**src/design/exec_pkg.sv**
```systemverilog
`default_nettype none

package exec_pkg;

    typedef logic [63:0] xlen_t;
    typedef logic [4:0]  reg_addr_t;
    typedef logic [11:0] csr_addr_t;

    // immediate forms reuse the register opcodes
    typedef enum logic [5:0] {
        OP_NOP,
        OP_ADD,
        OP_SUB,
        OP_SLT,
        OP_SLTU,
        OP_XOR,
        OP_OR,
        OP_AND,
        OP_SLL,
        OP_SRL,
        OP_SRA,
        OP_ADDW,
        OP_SUBW,
        OP_SLLW,
        OP_SRLW,
        OP_SRAW,
        OP_LUI,
        OP_AUIPC,
        OP_JAL,
        OP_JALR,
        OP_BEQ,
        OP_BNE,
        OP_BLT,
        OP_BGE,
        OP_BLTU,
        OP_BGEU,
        OP_LOAD,
        OP_STORE,
        OP_CSRRW,
        OP_CSRRS,
        OP_CSRRC,
        OP_ECALL,
        OP_MRET
    } exec_op_e;

    // machine CSR addresses
    localparam csr_addr_t CSR_MSTATUS = 12'h300;
    localparam csr_addr_t CSR_MTVEC   = 12'h305;
    localparam csr_addr_t CSR_MEPC    = 12'h341;
    localparam csr_addr_t CSR_MCAUSE  = 12'h342;

    // trap causes
    localparam xlen_t CAUSE_ECALL_M = 64'd11;
    localparam xlen_t CAUSE_TIMER_M = 64'h8000_0000_0000_0007;

    localparam int MSTATUS_MIE_BIT = 3;

endpackage

`default_nettype wire

```
**src/design/exec_alu.sv**
```systemverilog
`timescale 1ns/1ps
`default_nettype none

module exec_alu (
    input  wire exec_pkg::exec_op_e opcode_i,
    input  wire exec_pkg::xlen_t    pc_i,
    input  wire exec_pkg::xlen_t    op1_i,
    input  wire exec_pkg::xlen_t    op2_i,
    input  wire exec_pkg::xlen_t    imm_i,
    output logic                    redirect_o,
    output exec_pkg::xlen_t         result_o,
    output exec_pkg::xlen_t         target_o,
    output exec_pkg::xlen_t         mem_addr_o
);

    import exec_pkg::*;

    function automatic xlen_t sext32(input logic [31:0] value);
        return {{32{value[31]}}, value};
    endfunction

    xlen_t       sum;
    xlen_t       diff;
    xlen_t       upper_imm;
    xlen_t       op1_plus_imm;
    xlen_t       pc_plus_imm;
    xlen_t       link_addr;
    logic [31:0] sllw_res;
    logic [31:0] srlw_res;
    logic [31:0] sraw_res;
    logic        lt_signed;
    logic        lt_unsigned;
    logic        equal;

    assign sum          = op1_i + op2_i;
    assign diff         = op1_i - op2_i;
    assign op1_plus_imm = op1_i + imm_i;
    assign pc_plus_imm  = pc_i + imm_i;
    assign link_addr    = pc_i + 64'd4;

    // 20-bit upper immediate placed at bit 12
    assign upper_imm = {{32{op2_i[19]}}, op2_i[19:0], 12'h000};

    // word shifts use only the low five shift bits
    assign sllw_res = op1_i[31:0] << op2_i[4:0];
    assign srlw_res = op1_i[31:0] >> op2_i[4:0];
    assign sraw_res = $signed(op1_i[31:0]) >>> op2_i[4:0];

    assign lt_signed   = $signed(op1_i) < $signed(op2_i);
    assign lt_unsigned = op1_i < op2_i;
    assign equal       = op1_i == op2_i;

    always_comb begin
        case (opcode_i)
            OP_ADD:   result_o = sum;
            OP_SUB:   result_o = diff;
            OP_SLT:   result_o = {63'd0, lt_signed};
            OP_SLTU:  result_o = {63'd0, lt_unsigned};
            OP_XOR:   result_o = op1_i ^ op2_i;
            OP_OR:    result_o = op1_i | op2_i;
            OP_AND:   result_o = op1_i & op2_i;
            OP_SLL:   result_o = op1_i << op2_i[5:0];
            OP_SRL:   result_o = op1_i >> op2_i[5:0];
            OP_SRA:   result_o = $signed(op1_i) >>> op2_i[5:0];
            OP_ADDW:  result_o = sext32(sum[31:0]);
            OP_SUBW:  result_o = sext32(diff[31:0]);
            OP_SLLW:  result_o = sext32(sllw_res);
            OP_SRLW:  result_o = sext32(srlw_res);
            OP_SRAW:  result_o = sext32(sraw_res);
            OP_LUI:   result_o = upper_imm;
            OP_AUIPC: result_o = pc_i + upper_imm;
            OP_JAL,
            OP_JALR:  result_o = link_addr;
            default:  result_o = '0;
        endcase
    end

    // jumps always redirect
    always_comb begin
        case (opcode_i)
            OP_BEQ:  redirect_o = equal;
            OP_BNE:  redirect_o = !equal;
            OP_BLT:  redirect_o = lt_signed;
            OP_BGE:  redirect_o = !lt_signed;
            OP_BLTU: redirect_o = lt_unsigned;
            OP_BGEU: redirect_o = !lt_unsigned;
            OP_JAL,
            OP_JALR: redirect_o = 1'b1;
            default: redirect_o = 1'b0;
        endcase
    end

    assign target_o = (opcode_i == OP_JALR) ? {op1_plus_imm[63:1], 1'b0} : pc_plus_imm;

    // only meaningful for loads and stores
    assign mem_addr_o = op1_plus_imm;

endmodule

`default_nettype wire

```
**src/design/exec_commit.sv**
```systemverilog
`timescale 1ns/1ps
`default_nettype none

module exec_commit (
    input  wire                      clk,
    input  wire                      rst_n_i,
    input  wire                      valid_i,
    input  wire exec_pkg::exec_op_e  opcode_i,
    input  wire                      rd_en_i,
    input  wire exec_pkg::reg_addr_t rd_addr_i,
    input  wire exec_pkg::xlen_t     alu_result_i,
    input  wire exec_pkg::xlen_t     alu_target_i,
    input  wire exec_pkg::xlen_t     mem_addr_i,
    input  wire exec_pkg::xlen_t     csr_rdata_i,
    input  wire exec_pkg::xlen_t     trap_target_i,
    input  wire                      alu_redirect_i,
    input  wire                      trap_redirect_i,
    input  wire                      trap_taken_i,
    output logic                     valid_o,
    output logic                     rd_en_o,
    output logic                     redirect_o,
    output exec_pkg::reg_addr_t      rd_addr_o,
    output exec_pkg::xlen_t          rd_data_o,
    output exec_pkg::xlen_t          redirect_pc_o,
    output exec_pkg::xlen_t          mem_addr_o
);

    import exec_pkg::*;

    logic  is_csr_op;
    logic  wb_en;
    xlen_t wb_data;

    assign is_csr_op = (opcode_i == OP_CSRRW) || (opcode_i == OP_CSRRS) ||
                       (opcode_i == OP_CSRRC);
    assign wb_data   = is_csr_op ? csr_rdata_i : alu_result_i;

    // x0 is never written, and a taken trap drops the write
    assign wb_en = valid_i && rd_en_i && (rd_addr_i != '0) && !trap_taken_i;

    always_ff @(posedge clk) begin
        if (!rst_n_i) begin
            valid_o    <= 1'b0;
            rd_en_o    <= 1'b0;
            redirect_o <= 1'b0;
        end else begin
            valid_o    <= valid_i;
            rd_en_o    <= wb_en;
            redirect_o <= valid_i && (trap_redirect_i || alu_redirect_i);
        end
    end

    // trap and mret redirects win over branches
    always_ff @(posedge clk) begin
        rd_addr_o     <= rd_addr_i;
        rd_data_o     <= wb_data;
        redirect_pc_o <= trap_redirect_i ? trap_target_i : alu_target_i;
        mem_addr_o    <= mem_addr_i;
    end

    a_redirect_with_valid: assert property (
        @(posedge clk) disable iff (!rst_n_i) redirect_o |-> valid_o
    );

endmodule

`default_nettype wire

```
**src/design/exec_csr.sv**
```systemverilog
`timescale 1ns/1ps
`default_nettype none

module exec_csr #(
    parameter exec_pkg::xlen_t RESET_MTVEC = 64'h8000_0100
) (
    input  wire                      clk,
    input  wire                      rst_n_i,
    input  wire                      valid_i,
    input  wire                      timer_irq_i,
    input  wire exec_pkg::exec_op_e  opcode_i,
    input  wire exec_pkg::xlen_t     pc_i,
    input  wire exec_pkg::xlen_t     op1_i,
    input  wire exec_pkg::csr_addr_t csr_addr_i,
    output exec_pkg::xlen_t          rdata_o,
    output exec_pkg::xlen_t          trap_target_o,
    output logic                     trap_redirect_o,
    output logic                     trap_taken_o
);

    import exec_pkg::*;

    logic  mie_q;
    xlen_t mtvec_q;
    xlen_t mepc_q;
    xlen_t mcause_q;

    xlen_t mstatus_val;
    xlen_t csr_old;
    xlen_t csr_wdata;
    logic  csr_we;
    logic  timer_trap;
    logic  ecall_hit;
    logic  mret_hit;

    // a pending timer interrupt replaces the instruction
    assign timer_trap = valid_i && timer_irq_i && mie_q;
    assign ecall_hit  = valid_i && !timer_trap && (opcode_i == OP_ECALL);
    assign mret_hit   = valid_i && !timer_trap && (opcode_i == OP_MRET);

    always_comb begin
        mstatus_val = '0;
        mstatus_val[MSTATUS_MIE_BIT] = mie_q;
    end

    always_comb begin
        case (csr_addr_i)
            CSR_MSTATUS: csr_old = mstatus_val;
            CSR_MTVEC:   csr_old = mtvec_q;
            CSR_MEPC:    csr_old = mepc_q;
            CSR_MCAUSE:  csr_old = mcause_q;
            default:     csr_old = '0;
        endcase
    end

    // set and clear skip the write for a zero mask
    always_comb begin
        csr_wdata = op1_i;
        csr_we    = 1'b0;
        case (opcode_i)
            OP_CSRRW: begin
                csr_wdata = op1_i;
                csr_we    = 1'b1;
            end
            OP_CSRRS: begin
                csr_wdata = csr_old | op1_i;
                csr_we    = op1_i != '0;
            end
            OP_CSRRC: begin
                csr_wdata = csr_old & ~op1_i;
                csr_we    = op1_i != '0;
            end
            default: begin
                csr_we = 1'b0;
            end
        endcase
        csr_we = csr_we && valid_i && !timer_trap;
    end

    always_ff @(posedge clk) begin
        if (!rst_n_i) begin
            mie_q    <= 1'b0;
            mtvec_q  <= RESET_MTVEC;
            mepc_q   <= '0;
            mcause_q <= '0;
        end else if (timer_trap || ecall_hit) begin
            mepc_q   <= pc_i;
            mcause_q <= timer_trap ? CAUSE_TIMER_M : CAUSE_ECALL_M;
            mie_q    <= 1'b0;
        end else if (mret_hit) begin
            mie_q <= 1'b1;
        end else if (csr_we) begin
            case (csr_addr_i)
                CSR_MSTATUS: mie_q    <= csr_wdata[MSTATUS_MIE_BIT];
                CSR_MTVEC:   mtvec_q  <= {csr_wdata[63:2], 2'b00};
                CSR_MEPC:    mepc_q   <= {csr_wdata[63:1], 1'b0};
                CSR_MCAUSE:  mcause_q <= csr_wdata;
                default:     mcause_q <= mcause_q;
            endcase
        end
    end

    assign rdata_o         = csr_old;
    assign trap_redirect_o = timer_trap || ecall_hit || mret_hit;
    assign trap_target_o   = mret_hit ? mepc_q : mtvec_q;
    assign trap_taken_o    = timer_trap;

    a_redirect_needs_valid: assert property (
        @(posedge clk) disable iff (!rst_n_i) trap_redirect_o |-> valid_i
    );

    // vector stays word aligned across resets and writes
    a_mtvec_aligned: assert property (
        @(posedge clk) disable iff (!rst_n_i) mtvec_q[1:0] == 2'b00
    );

endmodule

`default_nettype wire

```
**src/design/exec_unit.sv**
```systemverilog
`timescale 1ns/1ps
`default_nettype none

module exec_unit #(
    parameter exec_pkg::xlen_t RESET_MTVEC = 64'h8000_0100
) (
    input  wire                      clk,
    input  wire                      rst_n_i,
    input  wire                      valid_i,
    input  wire                      rd_en_i,
    input  wire                      timer_irq_i,
    input  wire exec_pkg::exec_op_e  opcode_i,
    input  wire exec_pkg::xlen_t     pc_i,
    input  wire exec_pkg::xlen_t     op1_i,
    input  wire exec_pkg::xlen_t     op2_i,
    input  wire exec_pkg::xlen_t     imm_i,
    input  wire exec_pkg::reg_addr_t rd_addr_i,
    input  wire exec_pkg::csr_addr_t csr_addr_i,
    output logic                     valid_o,
    output logic                     rd_en_o,
    output logic                     redirect_o,
    output exec_pkg::reg_addr_t      rd_addr_o,
    output exec_pkg::xlen_t          rd_data_o,
    output exec_pkg::xlen_t          redirect_pc_o,
    output exec_pkg::xlen_t          mem_addr_o
);

    import exec_pkg::*;

    xlen_t alu_result;
    xlen_t alu_target;
    xlen_t mem_addr;
    xlen_t csr_rdata;
    xlen_t trap_target;
    logic  alu_redirect;
    logic  trap_redirect;
    logic  trap_taken;

    exec_alu exec_alu_i (
        .opcode_i   (opcode_i),
        .pc_i       (pc_i),
        .op1_i      (op1_i),
        .op2_i      (op2_i),
        .imm_i      (imm_i),
        .redirect_o (alu_redirect),
        .result_o   (alu_result),
        .target_o   (alu_target),
        .mem_addr_o (mem_addr)
    );

    exec_csr #(
        .RESET_MTVEC (RESET_MTVEC)
    ) exec_csr_i (
        .clk             (clk),
        .rst_n_i         (rst_n_i),
        .valid_i         (valid_i),
        .timer_irq_i     (timer_irq_i),
        .opcode_i        (opcode_i),
        .pc_i            (pc_i),
        .op1_i           (op1_i),
        .csr_addr_i      (csr_addr_i),
        .rdata_o         (csr_rdata),
        .trap_target_o   (trap_target),
        .trap_redirect_o (trap_redirect),
        .trap_taken_o    (trap_taken)
    );

    exec_commit exec_commit_i (
        .clk             (clk),
        .rst_n_i         (rst_n_i),
        .valid_i         (valid_i),
        .opcode_i        (opcode_i),
        .rd_en_i         (rd_en_i),
        .rd_addr_i       (rd_addr_i),
        .alu_result_i    (alu_result),
        .alu_target_i    (alu_target),
        .mem_addr_i      (mem_addr),
        .csr_rdata_i     (csr_rdata),
        .trap_target_i   (trap_target),
        .alu_redirect_i  (alu_redirect),
        .trap_redirect_i (trap_redirect),
        .trap_taken_i    (trap_taken),
        .valid_o         (valid_o),
        .rd_en_o         (rd_en_o),
        .redirect_o      (redirect_o),
        .rd_addr_o       (rd_addr_o),
        .rd_data_o       (rd_data_o),
        .redirect_pc_o   (redirect_pc_o),
        .mem_addr_o      (mem_addr_o)
    );

endmodule

`default_nettype wire

```
**config.mk**
```make
export PLATFORM = sky130hd
export DESIGN_NAME = exec_unit
export DESIGN_NICKNAME = d
export VERILOG_FILES = /design/src/design/exec_pkg.sv /design/src/design/exec_alu.sv /design/src/design/exec_commit.sv /design/src/design/exec_csr.sv /design/src/design/exec_unit.sv
export SDC_FILE = /design/constraint.sdc
export NUM_CORES = 2
export LEC_CHECK = 0
export BUFFER_PORTS_ARGS = -buffer_cell sky130_fd_sc_hd__buf_2
export CAP_MARGIN = 15
export CORE_MARGIN = 1
export CORE_UTILIZATION = 45
export DETAILED_ROUTE_END_ITERATION = 10
export PLACE_DENSITY_LB_ADDON = 0.08
export REMOVE_ABC_BUFFERS = 1
export SYNTH_ARGS = -nofsm -noshare
export SYNTH_HDL_FRONTEND = slang
export SYNTH_SLANG_ARGS = --single-unit
```
**constraint.sdc**
```tcl
create_clock -name clk -period 5.3 [get_ports clk]
set_input_delay 0.53 -clock clk [delete_from_list [all_inputs] [get_ports clk]]
set_output_delay 0.53 -clock clk [all_outputs]
set_load 0.01 [all_outputs]
```
======== Word-level counts from Yosys, hierarchy flattened ========
Index checks and enable logic that the tools add are counted.
cells by class
  reduce and logical (&&, ||, !) cells .... 34
  bitwise logic cells ..................... 9
  shifts and indexed selects .............. 6
  $add $sub $neg .......................... 6
  multiplexer cells ....................... 21
  magnitude comparators ................... 2
  eq/ne operators ......................... 36
operator list
  cell                                              count
  case mux 64 bit (18 select lines)                 1
  two-way mux 64 bit                                13
  adder 64 bit                                      4
  case mux 64 bit (4 select lines)                  1
  bitwise AND 64 bit                                2
  less-than comparator 64 bit                       2
  bitwise OR 64 bit                                 2
  case mux 64 bit (2 select lines)                  1
  == test 6 x 5 -> 1 bit (second input constant)    14
  adder 64 x 3 -> 64 bit (second input constant)    1
  == test 64 bit                                    1
  NOT 64 bit                                        1
  nonzero test 64 bit                               1
  left shift 64 x 6 -> 64 bit                       1
  >> shifter 64 x 6 -> 64 bit                       1
  >>> shifter 64 x 6 -> 64 bit                      1
  subtractor 64 bit                                 1
  XOR 64 bit                                        1
  == test 12 x 10 -> 1 bit (second input constant)  4
  == test 6 x 4 -> 1 bit (second input constant)    8
  left shift 32 x 5 -> 32 bit                       1
  >> shifter 32 x 5 -> 32 bit                       1
  >>> shifter 32 x 5 -> 32 bit                      1
  == test 6 x 3 -> 1 bit (second input constant)    4
  17 further kinds                                  46
word-level totals
  bits in registers ....................... 391
  output and inout bits ................... 200
  bits of input ports ..................... 284
  word-level logic and storage cells ...... 125

======== Depth between registers and ports, before layout ========
  depth after elaboration ................. 9
  mapped depth ............................ 22
  mapped depth without buffers ............ 15

======== Modules after synthesis ========
From an unflattened synthesis, not the netlist that was laid out.
second synthesis, totals
  cell total of the unflattened synthesis .. 6,731
  area total of the unflattened synthesis .. 49,812.8 µm²
modules (own cells, without submodules)
  module       area each (µm²)  times used  sequential area each (µm²)  cells each
  exec_alu     33,362.0         1           0.0                         5,048
  exec_csr     10,616.4         1           3,823.7                     1,332
  exec_commit  5,834.3          1           4,003.8                     351

======== Worst setup path before layout ========
OpenSTA, ideal clock, no wires.
  path type ............................... input-to-reg
  from .................................... input port op2_i[3]
  to ...................................... register exec_commit_i.rd_data_o[57]
  path slack .............................. 518 ps
  library setup time ...................... 135 ps
  required time ........................... 5,165 ps
  stages .................................. 20
  data arrival time ....................... 4,646 ps
  path buffers ............................ 7
  cells stage by stage .................... clkbuf_1 inv_1 buf_2 buf_2 buf_2 buf_2 buf_1 ha_1 clkbuf_1 nor3_2 o31ai_1 a21oi_2 nor4b_2 nor4_2 a211oi_2 o31a_1 o21ai_2 mux2_4 a2111oi_2 o211ai_1
between the ends
  cells in the longest elaborated chain, start to end .. 3
  elaborated cells between the ends (all ways) .. 11
  those cells by class .................... 3 x add/sub; 6 x shift; 2 x mux
ends and longest elaborated chain
  item                                        line               RTL
  from (decl)                                 exec_unit.sv:15    input wire exec_pkg::xlen_t op2_i,
  adder 64 bit, or another cell as far along  exec_alu.sv:71     OP_AUIPC: result_o = pc_i + upper_imm;
  case mux 64 bit (18 select lines) *         exec_alu.sv:54     case (opcode_i)
  two-way mux 64 bit *                        exec_commit.sv:36  assign wb_data = is_csr_op ? csr_rdata_i : alu_result_i;
  net exec_commit_i.wb_data[57]               exec_commit.sv:32  xlen_t wb_data;
  to (signal assigned)                        exec_commit.sv:56  rd_data_o <= wb_data;
  to (decl)                                   exec_commit.sv:23  output exec_pkg::xlen_t rd_data_o,
The timed path passes the listed nets; every way through them passes the cells marked *.
A chain may end at the register's enable or synchronous reset.

======== Worst setup path in the final report ========
  from .................................... input port op1_i[31]
  to ...................................... register exec_commit_i.rd_data_o[51]
between the ends
  cells in the longest elaborated chain, start to end .. 3
  elaborated cells between the ends (all ways) .. 10
  those cells by class .................... 2 x add/sub; 6 x shift; 2 x mux
ends and longest elaborated chain
  item                                             line               RTL
  from (decl)                                      exec_unit.sv:14    input wire exec_pkg::xlen_t op1_i,
  subtractor 64 bit, or another cell as far along  exec_alu.sv:36     assign diff = op1_i - op2_i;
  case mux 64 bit (18 select lines) *              exec_alu.sv:54
  two-way mux 64 bit *                             exec_commit.sv:36
  net exec_commit_i.wb_data[51]                    exec_commit.sv:32
Marks and branches as above.

==> flow_summary_export.csv <==
group,metric,value,unit
sta,period_share,82.41,%
job,drv_cap,0,
setup_path,crit_path_cell_trace,"buf_2 > inv_1 > ha_1 > nand4_1 > or3_1 > a2111o_1 > o211a_2 > o21ai_2 > a21oi_1 > a221o_1 > o21ai_0 > o211ai_1",
yosys,syn_avg_cell_area,7.044,um2
clocking,clk_pin_slew,0.06,ns
yosys,synthTopCellsByArea,"dfxtp_1, ha_1, a21oi_1",
final_layout,area_delta_synth_final,12.95,%
sta,slew_viol_final,5,
floorplanning,core_area,105900,um2
sta,rsz0062_at_grt,"false",
grt,antenna_found_initial,20,
yosys,syn_area,48340,um2
grt,overflow,0,
setup_path,cp_slowest_stage_delay,0.82,ns
route,drt-pass1-iter-count,7,
route,vias_per_cell,7.166,
power_and_ir_drop,p_seq_share,26.5,%
clocking,holdBufCountCts,5,
route,totalWireLength,294800,um
setup_path,path_class,"in -> reg",
yosys,ys_seq_elements,391,
yosys,synth_edf_count,0,
final_layout,regArea,7828,um2
status,outcome,"finished, violations left",
clocking,clockBufferDepth,3,
hold_path,hp-class,"in -> reg",
setup_path,crit_path_top_delay_cell,"ha_1",
power_and_ir_drop,switching_power,5.482,mW
yosys,ys_async_sr_fraction,0,%
power_and_ir_drop,switching_share,43.05,%
power_and_ir_drop,power_leakage,22.20,nW
place,post_dp_cell_area,52710,um2
floorplanning,die_x,329.8,um
sta,setup_viol,0,
yosys,synth_top_area_share,16.19,%
route,drc,0,
route,vias,61651,
power_and_ir_drop,power_density,233.2,nW/um2
clocking,cts_tree,"yes",
setup_path,worstPathRequired,5.78,ns
sta,max_slew.worst_pin.slew,1.572,ns
final_layout,multi_input_comb_area,37430,um2
final_layout,finalCoreUtilization,51.58,%
grt,grt_first_pass_wirelength,405500,um
power_and_ir_drop,p_int,7.252,mW
clocking,post_cts_buffers,0,
grt,grt.total_usage,51.69,%
final_layout,final_cell_area,54600,um2
clocking,clock_latency,0.71,ns
clocking,cts_max_level,2,
power_and_ir_drop,irDropWorstVdd,0.0002863,V
sta,skew,0.08670,ns
sta,max_slew_margin,-4.797,%
final_layout,n_fill_cell,10638,
floorplanning,dieArea,108700,um2
place,hpwl,226300,um
clocking,post_cts_resized,0,
clocking,cts.sink_count,391,
floorplanning,io_pins,484,
sta,timing.fmax,0.2290,GHz
power_and_ir_drop,power_frac_clock,29.9,%
floorplanning,dieHeight,329.8,um
floorplanning,rows,119,
route,drtAntennaViolNets,0,
yosys,syn_inst,6862,
final_layout,drive_gt1_share,15.15,%
place,place.gp.congestion,1.137,
grt,grt_max_degree,108,
yosys,synth_top_cell_by_area,"dfxtp_1",
clocking,numCtsBuffers,50,
sta,finalSetupTns,0,ns
final_layout,fin_nets,7808,
clocking,cts_root_buf,"clkbuf_16",
yosys,seq_area_frac_synth,16.19,%
setup_path,crit_path_end_kind,"register",
setup_path,cp.arrival,4.85,ns
grt,grt_pass1_vias,55783,
place,numPortBuffers,483,
status,violations,"max-slew violations",
sta,hold_viol,0,
setup_path,startpoint_type,"input port",
power_and_ir_drop,total_power,12.73,mW
power_and_ir_drop,p_comb_share,43.6,%
sta,post-route-min-period,4.368,ns
yosys,synth_ff_type,"dfxtp_1",
yosys,synth_warnings,0,
yosys,ys_types,106,
floorplanning,initial_core_util,45.66,%
route,initialDrtViolationCount,10400,
route,wl_per_cell,34.27,um
setup_path,crit_path_max_fanout,20,
==> synthesized netlist by cell type, types with 29 or more instances <==
| master | count |
|---|---|
| a211oi_1 | 104 |
| a21boi_0 | 81 |
| a21o_1 | 125 |
| a21oi_1 | 769 |
| a221o_1 | 34 |
| a221oi_1 | 70 |
| a222oi_1 | 65 |
| a22oi_1 | 57 |
| a31oi_1 | 50 |
| and3_1 | 34 |
| buf_1 | 51 |
| buf_2 | 67 |
| clkbuf_1 | 385 |
| dfxtp_1 | 391 |
| ha_1 | 371 |
| inv_1 | 253 |
| mux2_2 | 29 |
| mux2i_1 | 135 |
| mux4_2 | 98 |
| nand2_1 | 963 |
| nand2b_1 | 38 |
| nand3_1 | 118 |
| nand4_1 | 94 |
| nor2_1 | 659 |
| nor2b_1 | 99 |
| nor3_1 | 125 |
| nor4_1 | 64 |
| o211ai_1 | 91 |
| o21a_1 | 49 |
| o21ai_0 | 431 |
| o21bai_1 | 88 |
| o221ai_1 | 67 |
| o22ai_1 | 80 |
| o31ai_1 | 94 |
| or3_1 | 33 |
| xnor2_1 | 137 |
| xor2_1 | 97 |
==> flip-flops by register name (all words and copies together), names as in the netlist <==
name / cells
exec_csr_i.mcause_q: 64
exec_csr_i.mie_q: 1
exec_commit_i.rd_addr_o: 5
exec_commit_i.rd_data_o: 64
exec_commit_i.redirect_pc_o: 64
exec_commit_i.redirect_o: 1
exec_commit_i.mem_addr_o: 64
exec_csr_i.mepc_q: 64
exec_csr_i.mtvec_q: 62
exec_commit_i.rd_en_o: 1
exec_commit_i.valid_o: 1
==> power groups by stage <==
stage	Combinational (mW)	Sequential, mW	Clock, mW
5_1_grt	5.75	3.39	3.89
3_3_place_gp	5.24	3.43	0
6_report	5.56	3.37	3.81
4_1_cts	5.26	3.37	3.80
2_1_floorplan	2.75	3.54	0
3_5_place_dp	5.22	3.42	0
==> area by class of cell <==
cell class / count / area share [%]
inverter: 257 / 1.774
tap: 1391 / 3.188
clock buffer: 67 / 2.573
timing repair buffer: 771 / 8.795
sequential: 391 / 14.34
multi-input combinational: 5677 / 68.55
antenna: 22 / 0.1008
clock inverter: 27 / 0.6875
==> through the flow <==
step | instances | hold slack [ns] | worst slack [ns]
after floorplan | 6325 | 0.4309 | -2.203
after global placement | 8481 | 0.4378 | 0.4694
after detailed placement | 8481 | 0.4426 | 0.5312
after CTS | 8580 | 0.05916 | 1.150
after global routing | 8583 | 0.1006 | 0.8651
final | 8603 | 0.07507 | 0.9323
==> worst paths after layout <==
path	cells after the start	start	endpoint	slack, ns
setup / recovery	12	op1_i[31]	exec_commit_i.rd_data_o[51]$_DFF_P_	0.93
hold / removal	2	rd_en_i	exec_commit_i.rd_en_o$_SDFF_PN0_	0.08
setup reg to reg	9	exec_csr_i.mie_q$_SDFFE_PP0P_	exec_csr_i.mcause_q[9]$_SDFFE_PN0P_	1.77
hold reg to reg	2	exec_csr_i.mcause_q[24]$_SDFFE_PN0P_	exec_csr_i.mcause_q[24]$_SDFFE_PN0P_	0.46
==> layer usage <==
layer	vias to the layer above	share of wire [%]	global-route usage (%)	routed length, um
li1	25883	-	-	-
met1	29154	37	65.38	109100
met2	5464	39	71.87	115300
met3	1136	16	20.83	46670
met4	14	8.0	33.67	23640
met5	-	0.049	0	143
==> worst max-delay path: cells and delay by family <==
kind                       cells  cell delay, ns
buffers and inverters          2            0.66
and+or+nand+nor                2            0.95
AOI/OAI and AO/OA              7            1.86
adders and majority gates      1            0.82
==> cells in the final DEF (no fill, tap or decap), types with 137 or more instances in the layout <==
cell type  Yosys  final
nand2_1      963    958
a21oi_1      769    769
nor2_1       659    651
buf_2         67    477
o21ai_0      431    431
dfxtp_1      391    391
ha_1         371    371
buf_4         18    271
inv_1        253    250
xnor2_1      137    137
==> logic make-up after synthesis <==
| kind of cell | synth area share, % |
|---|---|
| AO/OA/AOI/OAI | 33.37 |
| XOR/XNOR | 4.240 |
| adder cells (fa/ha/maj) | 9.810 |
| buffers and inverters | 6.675 |
| flip-flops | 16.19 |
| multiplexers | 8.096 |
| AND/OR/NAND/NOR | 21.62 |
Power figures use the tool's default switching activity.
